==> config.mk <==
export PLATFORM = sky130hd
export DESIGN_NAME = axi_wr_ctrl
export DESIGN_NICKNAME = d
export VERILOG_FILES = /design/src/hdl/axi_mem_pkg.sv /design/src/hdl/axi_wr_ctrl.sv /design/src/hdl/axi_burst_addr.sv
export SDC_FILE = /design/constraint.sdc
export NUM_CORES = 1
export LEC_CHECK = 0
export ABC_AREA = 1
export BUFFER_PORTS_ARGS = -buffer_cell sky130_fd_sc_hd__buf_2
export CAP_MARGIN = 15
export CORE_ASPECT_RATIO = 0.9
export CORE_MARGIN = 10
export CORE_UTILIZATION = 40
export DETAILED_ROUTE_END_ITERATION = 8
export MAX_ROUTING_LAYER = met4
export PLACE_DENSITY = 0.74
export RECOVER_POWER = 25
export SLEW_MARGIN = 25
export SYNTH_ARGS = -nofsm -noshare
export SYNTH_HDL_FRONTEND = slang
export SYNTH_SLANG_ARGS = --single-unit
==> constraint.sdc <==
create_clock -name clk -period 3.4 [get_ports clk]
set_input_delay 0.34 -clock clk [delete_from_list [all_inputs] [get_ports clk]]
set_output_delay 0.34 -clock clk [all_outputs]
set_load 0.02 [all_outputs]
==> src/hdl/axi_mem_pkg.sv <==
package axi_mem_pkg;

    localparam int axi_addr_w = 32;
    localparam int axi_data_w = 32;
    localparam int axi_strb_w = axi_data_w / 8;
    localparam int axi_id_w   = 4;

    localparam logic [2:0] axi_max_size = 3'd2;  // 4 bytes, full bus width

    typedef enum logic [1:0] {
        burst_fixed = 2'b00,
        burst_incr  = 2'b01,
        burst_wrap  = 2'b10
    } burst_e;

    typedef enum logic [1:0] {
        resp_okay   = 2'b00,
        resp_slverr = 2'b10
    } resp_e;

    typedef struct packed {
        logic [axi_id_w-1:0]   id;
        logic [axi_addr_w-1:0] addr;
        logic [7:0]            len;
        logic [2:0]            size;
        burst_e                burst;
    } axi_aw_t;

    typedef struct packed {
        logic [axi_id_w-1:0]   id;
        logic [axi_addr_w-1:0] addr;
        logic [7:0]            len;
        logic [2:0]            size;
        burst_e                burst;
    } axi_ar_t;

    typedef struct packed {
        logic [axi_data_w-1:0] data;
        logic [axi_strb_w-1:0] strb;
        logic                  last;
    } axi_w_t;

    typedef struct packed {
        logic [axi_id_w-1:0] id;
        resp_e               resp;
    } axi_b_t;

    typedef struct packed {
        logic [axi_id_w-1:0]   id;
        logic [axi_data_w-1:0] data;
        resp_e                 resp;
        logic                  last;
    } axi_r_t;

endpackage
==> src/hdl/axi_wr_ctrl.sv <==
`timescale 1ns/10ps

module axi_wr_ctrl import axi_mem_pkg::*; #(
    parameter int mem_addr_w = 12
) (
    input  logic                  clk,
    input  logic                  rst_n,
    input  axi_aw_t               aw,
    input  logic                  aw_valid,
    output logic                  aw_ready,
    input  axi_w_t                w,
    input  logic                  w_valid,
    output logic                  w_ready,
    output axi_b_t                b,
    output logic                  b_valid,
    input  logic                  b_ready,
    output logic                  mem_we,
    output logic [mem_addr_w-3:0] mem_waddr,
    output logic [axi_data_w-1:0] mem_wdata,
    output logic [axi_strb_w-1:0] mem_wstrb
);

    typedef enum logic [1:0] {
        st_idle,
        st_data,
        st_resp
    } wr_state_e;

    wr_state_e             state;
    axi_aw_t               aw_q;       // addr field walks with the beats
    logic [7:0]            beat_cnt;
    logic                  err_q;
    logic [axi_addr_w-1:0] next_addr;
    logic                  illegal;
    logic                  in_range;
    logic                  beat_ok;
    logic                  last_beat;
    logic                  w_hs;
    logic [2:0]            nbytes;
    logic [1:0]            lane_lo;
    logic [2:0]            lane_hi;
    logic [axi_strb_w-1:0] lane_mask;

    axi_burst_addr u_burst_addr (
        .addr      (aw_q.addr),
        .len       (aw_q.len),
        .size      (aw_q.size),
        .burst     (aw_q.burst),
        .next_addr (next_addr),
        .illegal   (illegal)
    );

    assign aw_ready  = (state == st_idle);
    assign w_ready   = (state == st_data);
    assign b_valid   = (state == st_resp);
    assign b         = '{id: aw_q.id, resp: err_q ? resp_slverr : resp_okay};

    assign w_hs      = w_valid && w_ready;
    assign in_range  = (aw_q.addr[axi_addr_w-1:mem_addr_w] == '0);
    assign beat_ok   = in_range && !illegal;
    assign last_beat = (beat_cnt == aw_q.len);

    // Lanes covered by a narrow beat
    always_comb begin
        nbytes  = 3'd1 << aw_q.size[1:0];
        lane_lo = aw_q.addr[1:0];
        lane_hi = {1'b0, aw_q.addr[1:0] & ~(nbytes[1:0] - 2'd1)} + nbytes;
        for (int i = 0; i < axi_strb_w; i++) begin
            lane_mask[i] = (3'(i) >= {1'b0, lane_lo}) && (3'(i) < lane_hi);
        end
    end

    assign mem_we    = w_hs && beat_ok;
    assign mem_waddr = aw_q.addr[mem_addr_w-1:2];
    assign mem_wdata = w.data;
    assign mem_wstrb = w.strb & lane_mask;

    always_ff @(posedge clk or negedge rst_n) begin
        if (!rst_n) begin
            state    <= st_idle;
            beat_cnt <= '0;
            err_q    <= 1'b0;
        end else begin
            case (state)
                st_idle: begin
                    if (aw_valid) begin
                        state    <= st_data;
                        beat_cnt <= '0;
                        err_q    <= 1'b0;
                    end
                end
                st_data: begin
                    if (w_valid) begin
                        beat_cnt <= beat_cnt + 8'd1;
                        // WLAST must agree with the beat count
                        if (!beat_ok || (w.last != last_beat)) begin
                            err_q <= 1'b1;
                        end
                        if (last_beat) begin
                            state <= st_resp;
                        end
                    end
                end
                st_resp: begin
                    if (b_ready) begin
                        state <= st_idle;
                    end
                end
                default: state <= st_idle;
            endcase
        end
    end

    always_ff @(posedge clk) begin
        if (aw_valid && aw_ready) begin
            aw_q <= aw;
        end else if (w_hs) begin
            aw_q.addr <= next_addr;
        end
    end

endmodule

==> src/hdl/axi_burst_addr.sv <==
`timescale 1ns/10ps

module axi_burst_addr import axi_mem_pkg::*; (
    input  logic [axi_addr_w-1:0] addr,
    input  logic [7:0]            len,
    input  logic [2:0]            size,
    input  burst_e                burst,
    output logic [axi_addr_w-1:0] next_addr,
    output logic                  illegal
);

    logic [axi_addr_w-1:0] nbytes;
    logic [axi_addr_w-1:0] aligned;
    logic [axi_addr_w-1:0] incr_addr;
    logic [axi_addr_w-1:0] wrap_mask;
    logic                  wrap_len_ok;

    assign nbytes    = axi_addr_w'(1) << size;
    assign aligned   = addr & ~(nbytes - axi_addr_w'(1));
    assign incr_addr = aligned + nbytes;

    // Window covers (len+1) beats of the transfer size
    assign wrap_mask = ((axi_addr_w'(len) + axi_addr_w'(1)) << size) - axi_addr_w'(1);

    always_comb begin
        case (len)
            8'd1, 8'd3, 8'd7, 8'd15: wrap_len_ok = 1'b1;
            default:                 wrap_len_ok = 1'b0;
        endcase
    end

    always_comb begin
        case (burst)
            burst_incr: next_addr = incr_addr;
            burst_wrap: next_addr = (addr & ~wrap_mask) | (incr_addr & wrap_mask);
            default:    next_addr = addr;  // FIXED
        endcase
    end

    assign illegal = (size > axi_max_size) || ((burst == burst_wrap) && !wrap_len_ok);

endmodule

==> metrics.txt, run 1 <==
# TYPE chip_impl_metric gauge
chip_impl_metric{name="synth_edf_count",unit=""} 49
chip_impl_info{name="start_kind",value="register"} 1
chip_impl_metric{name="dp_cells",unit=""} 1133
chip_impl_metric{name="h-tree-depth",unit=""} 3
chip_impl_metric{name="post-route-drc-count",unit=""} 0
chip_impl_metric{name="cell_count_after_synthesis",unit=""} 914
chip_impl_metric{name="longest_clk_path_bufs",unit=""} 2
chip_impl_info{name="grt_setup_unrepaired",value="false"} 1
chip_impl_metric{name="die_w",unit="um"} 150
chip_impl_metric{name="timing.fmax",unit="GHz"} 0.334
chip_impl_metric{name="dr_total_vias",unit=""} 5943
chip_impl_metric{name="layout_min_cycle_time",unit="ns"} 3.00
chip_impl_metric{name="layout-drive-gt1-share",unit=""} 0.200
chip_impl_metric{name="rows",unit=""} 42
chip_impl_metric{name="groute.usage.overall",unit=""} 0.176
chip_impl_metric{name="hold-path-cell-count",unit=""} 1
chip_impl_metric{name="ios",unit=""} 147
chip_impl_metric{name="mean_syn_cell_area",unit="um2"} 6.69
chip_impl_metric{name="final_setup_vio_count",unit=""} 0
chip_impl_metric{name="cts_buffers",unit=""} 9
chip_impl_metric{name="power.density_cell_area",unit="mW/mm2"} 674
chip_impl_metric{name="post_route_worst_setup_slack",unit="ns"} 0.403
chip_impl_metric{name="multi_input_comb_area",unit="mm2"} 0.00343
chip_impl_metric{name="grt_first_pass_wirelength",unit="mm"} 28.2
chip_impl_metric{name="holdWs",unit="ns"} 0.155
chip_impl_info{name="timing.hold.worst.class",value="in -> reg"} 1
chip_impl_metric{name="synthesis.area",unit="mm2"} 0.00612
chip_impl_metric{name="fin_crit_sh",unit=""} 0.882
chip_impl_metric{name="global_route.usage.met2",unit=""} 0.258
chip_impl_metric{name="die_area",unit="mm2"} 0.0206
chip_impl_metric{name="reg2reg_setup_slack",unit="ns"} 0.40
chip_impl_metric{name="mappedNetlistNets",unit=""} 1015
chip_impl_metric{name="max_slew.worst_pin.slew",unit="ns"} 0.678
chip_impl_info{name="grt_busiest_layer",value="met2"} 1
chip_impl_info{name="crit_start",value="aw_q[5]"} 1
chip_impl_metric{name="pre_cts_ws",unit="ns"} 0.437
chip_impl_info{name="status",value="finished clean"} 1
chip_impl_metric{name="area_after_detailed_placement",unit="mm2"} 0.00637
chip_impl_metric{name="grt_util_met1",unit=""} 0.235
chip_impl_metric{name="setup-tns-final",unit="ns"} 0
chip_impl_metric{name="clkTransAtPathRegs",unit="ns"} 0.06
chip_impl_metric{name="hold_violations",unit=""} 0
chip_impl_metric{name="area_growth_syn_to_layout",unit="%"} 9.27
chip_impl_metric{name="worst_slew_margin_rel",unit=""} 0.545
chip_impl_metric{name="seq_area_frac_synth",unit=""} 0.286
chip_impl_metric{name="die_h",unit="um"} 137
chip_impl_info{name="cts_tree",value="done"} 1
chip_impl_info{name="hold_start",value="aw[11]"} 1
chip_impl_metric{name="detail_route.wirelength",unit="mm"} 17.4
chip_impl_info{name="path_class",value="reg -> reg"} 1
chip_impl_metric{name="cts_sinks",unit=""} 60
chip_impl_metric{name="placed_wire_length_estimate_after_detailed_placement",unit="mm"} 13.8
chip_impl_metric{name="stdcell_count",unit=""} 1150
chip_impl_metric{name="core_region_area",unit="mm2"} 0.0149
chip_impl_metric{name="wire_per_inst",unit="um"} 15.1
chip_impl_metric{name="clk-insertion-delay-late",unit="ns"} 0.36
chip_impl_metric{name="drv.max_cap_violation_count",unit=""} 0
chip_impl_metric{name="r2r_cells",unit=""} 16
chip_impl_metric{name="sequential_cell_area",unit="mm2"} 0.00175
chip_impl_metric{name="grt_antenna_before_repair",unit=""} 0
chip_impl_metric{name="viasPerCell",unit=""} 5.17
chip_impl_metric{name="cp_data_required_time",unit="ns"} 3.46
chip_impl_metric{name="timing.critical_path.arrival",unit="ns"} 3.06
chip_impl_metric{name="postSynth.asyncResetShare",unit=""} 0.183
chip_impl_metric{name="via_count_of_the_first_global_routing_pass",unit=""} 5803
chip_impl_metric{name="yosys_warnings",unit=""} 0
chip_impl_metric{name="max_slew_violation_count",unit=""} 0
chip_impl_metric{name="routabilityCongestion",unit=""} 0.977
chip_impl_metric{name="route.antenna.remaining_nets",unit=""} 0
chip_impl_metric{name="fin_skew",unit="ns"} 0.00522
chip_impl_info{name="ctsRootBufferMaster",value="sky130_fd_sc_hd__clkbuf_16"} 1
chip_impl_metric{name="worstPathMaxFanout",unit=""} 9
chip_impl_info{name="critPathCaptureType",value="register"} 1
chip_impl_metric{name="grtUsageMet3",unit=""} 0.0436
chip_impl_metric{name="buffers_on_ports",unit=""} 81
chip_impl_info{name="critical_path.reg2reg.startpoint",value="aw_q[5]"} 1
chip_impl_metric{name="detail_route.iter0.violations",unit=""} 510
chip_impl_info{name="ys.flop_type",value="sky130_fd_sc_hd__edfxtp_1"} 1
chip_impl_metric{name="final_nets",unit=""} 1048
chip_impl_info{name="most-common-layout-cells",value="sky130_fd_sc_hd__nand2_1, sky130_fd_sc_hd__inv_1, sky130_fd_sc_hd__nand3_1, sky130_fd_sc_hd__buf_2, sky130_fd_sc_hd__nor2_1"} 1
chip_impl_metric{name="p_leak",unit="nW"} 3.29
chip_impl_metric{name="grt_overflow",unit=""} 0
chip_impl_metric{name="yosys_register_bits",unit=""} 60
chip_impl_metric{name="synthDistinctLibCells",unit=""} 48
chip_impl_metric{name="drt_first_pass_iters",unit=""} 5
chip_impl_metric{name="nFillCells",unit=""} 1551
chip_impl_metric{name="floorplan.initialDensity",unit=""} 0.411
chip_impl_info{name="final_common_cell",value="sky130_fd_sc_hd__nand2_1"} 1
chip_impl_metric{name="post_cts_repair_resize_count",unit=""} 0
chip_impl_metric{name="vdd_drop_max",unit="mV"} 0.396
chip_impl_info{name="hold-path-endpoint",value="aw_q[11]"} 1
chip_impl_metric{name="grt_start_max_net_pins",unit=""} 33
chip_impl_metric{name="stdcell_area",unit="mm2"} 0.00668
chip_impl_metric{name="postCtsSetupBuffers",unit=""} 0
chip_impl_metric{name="n_antenna_cell",unit=""} 0
worst max path at each step:
stage	endpoint	slack, ns	cells after the start
after floorplan	register	0.67	16
after global placement	register	0.52	16
after detailed placement	register	0.44	16
after CTS	register	0.41	16
after global routing	register	0.15	18
final	register	0.40	16
power by group:
part,internal (mW),switching [mW],leakage (nW)
clock,0.549,0.398,0.146
combinational,0.703,1.55,2.54
sequential,1.10,0.202,0.605
critical path: stages, from the launching register on:
cell	delay, ns
sky130_fd_sc_hd__edfxtp_1	0.51
sky130_fd_sc_hd__ha_1	0.34
sky130_fd_sc_hd__inv_1	0.05
sky130_fd_sc_hd__o21ai_2	0.13
sky130_fd_sc_hd__or2_1	0.14
sky130_fd_sc_hd__nand2_1	0.05
sky130_fd_sc_hd__inv_1	0.06
sky130_fd_sc_hd__nand2_2	0.06
sky130_fd_sc_hd__inv_2	0.04
sky130_fd_sc_hd__nand2_1	0.05
sky130_fd_sc_hd__nor2_2	0.19
sky130_fd_sc_hd__nand3_4	0.14
sky130_fd_sc_hd__nor2_8	0.16
sky130_fd_sc_hd__nand2_1	0.11
sky130_fd_sc_hd__nor4_1	0.22
sky130_fd_sc_hd__ha_1	0.30
sky130_fd_sc_hd__a21oi_1	0.15
synth_stat cells (all sizes together) (2+ instances only):
cell type	count	area share
nand2	295	0.20
nand3	130	0.13
inv	121	0.074
nor2	83	0.063
buf	62	0.074
edfxtp	49	0.24
a21oi	34	0.028
o21ai	25	0.022
nor3	18	0.018
xor2	18	0.026
nand4	12	0.012
dfrtp	11	0.045
clkbuf	10	0.0061
ha	10	0.020
nor4	6	0.0061
o21bai	4	0.0049
xnor2	4	0.0057
a31oi	3	0.0041
o211ai	3	0.0037
a211oi	2	0.0025
nand3b	2	0.0025
nor3b	2	0.0025
o22ai	2	0.0020
metrics by stage:
stage          utilization  power [mW]
3_3_place_gp         0.429        3.50
3_5_place_dp         0.429        3.55
2_1_floorplan            -        3.07
4_1_cts              0.450        4.50
5_1_grt              0.449        4.85
6_report             0.449        4.50
metal layers:
metal,vias up,wire (um),part of all wire
met5,-,0,0
met4,0,278,0.016
met3,17,1540,0.088
met2,247,7300,0.42
met1,2690,8300,0.48
li1,2989,-,-
logic make-up after synthesis:
logic type | synth area share
xor+xnor | 0.0315
compound gates | 0.0736
buf+inv | 0.155
fa+ha+maj | 0.0205
other cells | 0.000613
simple gates | 0.434
flops | 0.286
final cells by class:
cell class                      count  area share
Clock buffer                       10      0.0374
Clock inverter                      6     0.00768
Inverter                          122      0.0685
Multi-Input combinational cell    660       0.513
Sequential cell                    60       0.261
Tap cell                          198      0.0371
Timing Repair Buffer               94      0.0753
repair_timing:
action	CTS	global route
hold endpoints to repair	11	0
endpoints found under the setup margin	0	0
hold buffers	1	0
No activity file was read; power rests on OpenSTA's default activity.
==> inputs of run 2 (changes only) <==
Settings changed: ABC_AREA 1 to default.
==> run 2 against run 1 <==
- combinational power shrank 25%
- utilization is 1.9 points higher
- maximum frequency shrank 8.1%
- die area is 7.9% lower
- power is 14% lower
- non-clock buffer count rose by 36
- sequential power hardly changed
- critical path type unchanged
- via count decreased by 14%
==> metrics.txt, run 2 <==
# TYPE chip_impl_metric gauge
chip_impl_metric{name="holdWs",unit="ns"} 0.168
chip_impl_metric{name="cts_buffers",unit=""} 9
chip_impl_metric{name="yosys_warnings",unit=""} 0
chip_impl_info{name="critical_path.reg2reg.startpoint",value="aw_q[5]"} 1
chip_impl_metric{name="die_area",unit="mm2"} 0.0190
chip_impl_metric{name="dr_total_vias",unit=""} 5140
chip_impl_metric{name="post_route_worst_setup_slack",unit="ns"} 0.139
chip_impl_info{name="yosys-top-cells-area",value="sky130_fd_sc_hd__edfxtp_1, sky130_fd_sc_hd__buf_4, sky130_fd_sc_hd__nor2_1"} 1
chip_impl_metric{name="longest_clk_path_bufs",unit=""} 2
chip_impl_metric{name="power.total",unit="mW"} 3.87
chip_impl_info{name="post_synth_most_frequent_cells",value="sky130_fd_sc_hd__nor2_1, sky130_fd_sc_hd__buf_4, sky130_fd_sc_hd__nand2_1"} 1
chip_impl_metric{name="layout-drive-gt1-share",unit=""} 0.237
chip_impl_metric{name="timing.fmax",unit="GHz"} 0.307
chip_impl_metric{name="layout_min_cycle_time",unit="ns"} 3.26
chip_impl_metric{name="p_leak",unit="nW"} 2.46
chip_impl_metric{name="grt_antenna_before_repair",unit=""} 0
chip_impl_metric{name="final_util",unit=""} 0.468
chip_impl_metric{name="clkTransAtPathRegs",unit="ns"} 0.06
chip_impl_metric{name="vdd_drop_max",unit="mV"} 0.373
chip_impl_metric{name="groute.usage.overall",unit=""} 0.175
chip_impl_info{name="hold_start",value="aw[48]"} 1
chip_impl_metric{name="max_slew_violation_count",unit=""} 0
chip_impl_metric{name="ios",unit=""} 147
chip_impl_metric{name="worst_slew_margin_rel",unit=""} 0.525
chip_impl_info{name="ctsRootBufferMaster",value="sky130_fd_sc_hd__clkbuf_16"} 1
chip_impl_metric{name="rows",unit=""} 40
chip_impl_metric{name="detail_route.wirelength",unit="mm"} 16.6
chip_impl_metric{name="r2r_cells",unit=""} 9
chip_impl_metric{name="placed_wire_length_estimate_after_detailed_placement",unit="mm"} 12.6
chip_impl_metric{name="pre_cts_ws",unit="ns"} 0.147
chip_impl_metric{name="drt_first_pass_iters",unit=""} 5
chip_impl_info{name="ys.flop_type",value="sky130_fd_sc_hd__edfxtp_1"} 1
chip_impl_metric{name="hold_violations",unit=""} 0
chip_impl_metric{name="routabilityCongestion",unit=""} 0.998
chip_impl_metric{name="cell_count_after_synthesis",unit=""} 660
chip_impl_metric{name="n_antenna_cell",unit=""} 0
chip_impl_info{name="most-common-layout-cells",value="sky130_fd_sc_hd__nor2_1, sky130_fd_sc_hd__buf_2, sky130_fd_sc_hd__nand2_1, sky130_fd_sc_hd__edfxtp_1, sky130_fd_sc_hd__buf_4"} 1
chip_impl_info{name="final_common_cell",value="sky130_fd_sc_hd__nor2_1"} 1
chip_impl_metric{name="area_growth_syn_to_layout",unit="%"} 13.3
chip_impl_metric{name="reg2reg_setup_slack",unit="ns"} 0.14
chip_impl_metric{name="hold-path-cell-count",unit=""} 1
chip_impl_info{name="cts_tree",value="done"} 1
chip_impl_metric{name="via_count_of_the_first_global_routing_pass",unit=""} 4949
chip_impl_metric{name="mappedNetlistNets",unit=""} 761
chip_impl_info{name="critPathCaptureType",value="register"} 1
chip_impl_metric{name="floorplan.initialDensity",unit=""} 0.413
chip_impl_metric{name="mean_syn_cell_area",unit="um2"} 8.42
chip_impl_metric{name="synthDistinctLibCells",unit=""} 82
chip_impl_metric{name="nFillCells",unit=""} 1301
chip_impl_metric{name="postSynth.asyncResetShare",unit=""} 0.183
chip_impl_metric{name="seq_area_frac_synth",unit=""} 0.314
chip_impl_info{name="timing.hold.worst.class",value="in -> reg"} 1
chip_impl_metric{name="grt_overflow",unit=""} 0
chip_impl_metric{name="final_setup_vio_count",unit=""} 0
chip_impl_info{name="path_class",value="reg -> reg"} 1
chip_impl_metric{name="stdcell_area",unit="mm2"} 0.00630
chip_impl_metric{name="detail_route.iter0.violations",unit=""} 504
chip_impl_metric{name="grt_first_pass_wirelength",unit="mm"} 26.0
chip_impl_metric{name="yosys_register_bits",unit=""} 60
chip_impl_metric{name="post-route-drc-count",unit=""} 0
chip_impl_metric{name="drv.max_cap_violation_count",unit=""} 0
chip_impl_metric{name="final_nets",unit=""} 813
chip_impl_metric{name="buffers_on_ports",unit=""} 81
chip_impl_metric{name="cts_sinks",unit=""} 60
chip_impl_metric{name="fin_crit_sh",unit=""} 0.959
chip_impl_info{name="start_kind",value="register"} 1
chip_impl_info{name="status",value="finished clean"} 1
chip_impl_metric{name="power.density_cell_area",unit="mW/mm2"} 614
chip_impl_metric{name="wire_per_inst",unit="um"} 18.7
chip_impl_metric{name="viasPerCell",unit=""} 5.81
chip_impl_metric{name="die_w",unit="um"} 144
chip_impl_info{name="synth_area_leader_cell",value="sky130_fd_sc_hd__edfxtp_1"} 1
chip_impl_metric{name="h-tree-depth",unit=""} 3
chip_impl_metric{name="synth_edf_count",unit=""} 49
chip_impl_metric{name="max_slew.worst_pin.slew",unit="ns"} 0.712
chip_impl_metric{name="core_region_area",unit="mm2"} 0.0135
chip_impl_metric{name="cp_data_required_time",unit="ns"} 3.46
chip_impl_info{name="yosys.cell_count.top_type",value="sky130_fd_sc_hd__nor2_1"} 1
chip_impl_metric{name="area_after_detailed_placement",unit="mm2"} 0.00593
chip_impl_metric{name="die_h",unit="um"} 132
chip_impl_metric{name="grt_start_max_net_pins",unit=""} 43
chip_impl_metric{name="timing.critical_path.arrival",unit="ns"} 3.32
chip_impl_info{name="hold-path-endpoint",value="b[5]"} 1
chip_impl_metric{name="synthDominantCellAreaShare",unit=""} 0.265
chip_impl_metric{name="fin_skew",unit="ns"} 0.00869
chip_impl_metric{name="route.antenna.remaining_nets",unit=""} 0
chip_impl_metric{name="worstPathMaxFanout",unit=""} 18
chip_impl_metric{name="clk-insertion-delay-late",unit="ns"} 0.35
chip_impl_metric{name="synthesis.area",unit="mm2"} 0.00556
## run 2: where the power goes
group	leakage [nW]	internal, mW	total, mW	switching, mW
clock network	0.142	0.502	0.881	0.378
registers	0.595	1.07	1.30	0.227
logic	1.72	0.689	1.69	1.01
## run 2: area by class of cell
class	instances	area (um2)	share of cell area
Tap cell	168	210	0.0334
Inverter	15	56.3	0.00894
Sequential cell	60	1750	0.277
Clock buffer	9	225	0.0357
Clock inverter	7	52.6	0.00834
Timing Repair Buffer	130	798	0.127
Multi-Input combinational cell	496	3210	0.510
## run 2: logic make-up after synthesis
kind of cell / Yosys count / synth area share
XOR/XNOR: 56 / 0.0882
flip-flops: 60 / 0.314
AND/OR/NAND/NOR: 265 / 0.243
adder cells (fa/ha/maj): 10 / 0.0225
other: 1 / 0.000675
buffers and inverters: 104 / 0.114
AO/OA/AOI/OAI: 154 / 0.200
multiplexers: 10 / 0.0182
## run 2: per-layer routing
layer / share of wire / global-route usage / vias to the layer above
li1: - / - / 2479
met1: 0.46 / 0.232 / 2435
met2: 0.44 / 0.256 / 207
met3: 0.079 / 0.0472 / 19
met4: 0.015 / 0.0505 / 0
met5: 0 / - / -
## run 2: worst max-delay path, stage by stage (launching register included)
cell	delay (ns)
sky130_fd_sc_hd__edfxtp_1	0.42
sky130_fd_sc_hd__buf_4	0.23
sky130_fd_sc_hd__a31oi_1	0.32
sky130_fd_sc_hd__nor2_1	0.13
sky130_fd_sc_hd__o211a_1	0.25
sky130_fd_sc_hd__or3_4	0.43
sky130_fd_sc_hd__or4b_1	0.55
sky130_fd_sc_hd__nor3_2	0.16
sky130_fd_sc_hd__mux2i_1	0.32
sky130_fd_sc_hd__o21ba_2	0.18
## run 2: worst max path at each step
stage / from / endpoint / cells past startpoint
after floorplan: aw_q[2] / register / 16
after global placement: aw_q[5] / register / 9
after detailed placement: aw_q[6] / register / 10
after CTS: aw_q[6] / register / 10
after global routing: aw_q[2] / register / 13
final: aw_q[5] / register / 9
## run 2: metrics by stage
stage	instances	TNS (ns)
floorplan	660	0
global placement	861	0
detailed placement	861	0
CTS	878	0
global route	885	-0.0220
finish	885	0
## run 2: what timing repair did
item | 4_1_cts | 5_1_grt
setup endpoints to repair | 0 | 19
gates resized for setup | 0 | 5
endpoints found under the hold margin | 11 | 0
hold buffers | 1 | 0
buffers inserted | 0 | 7
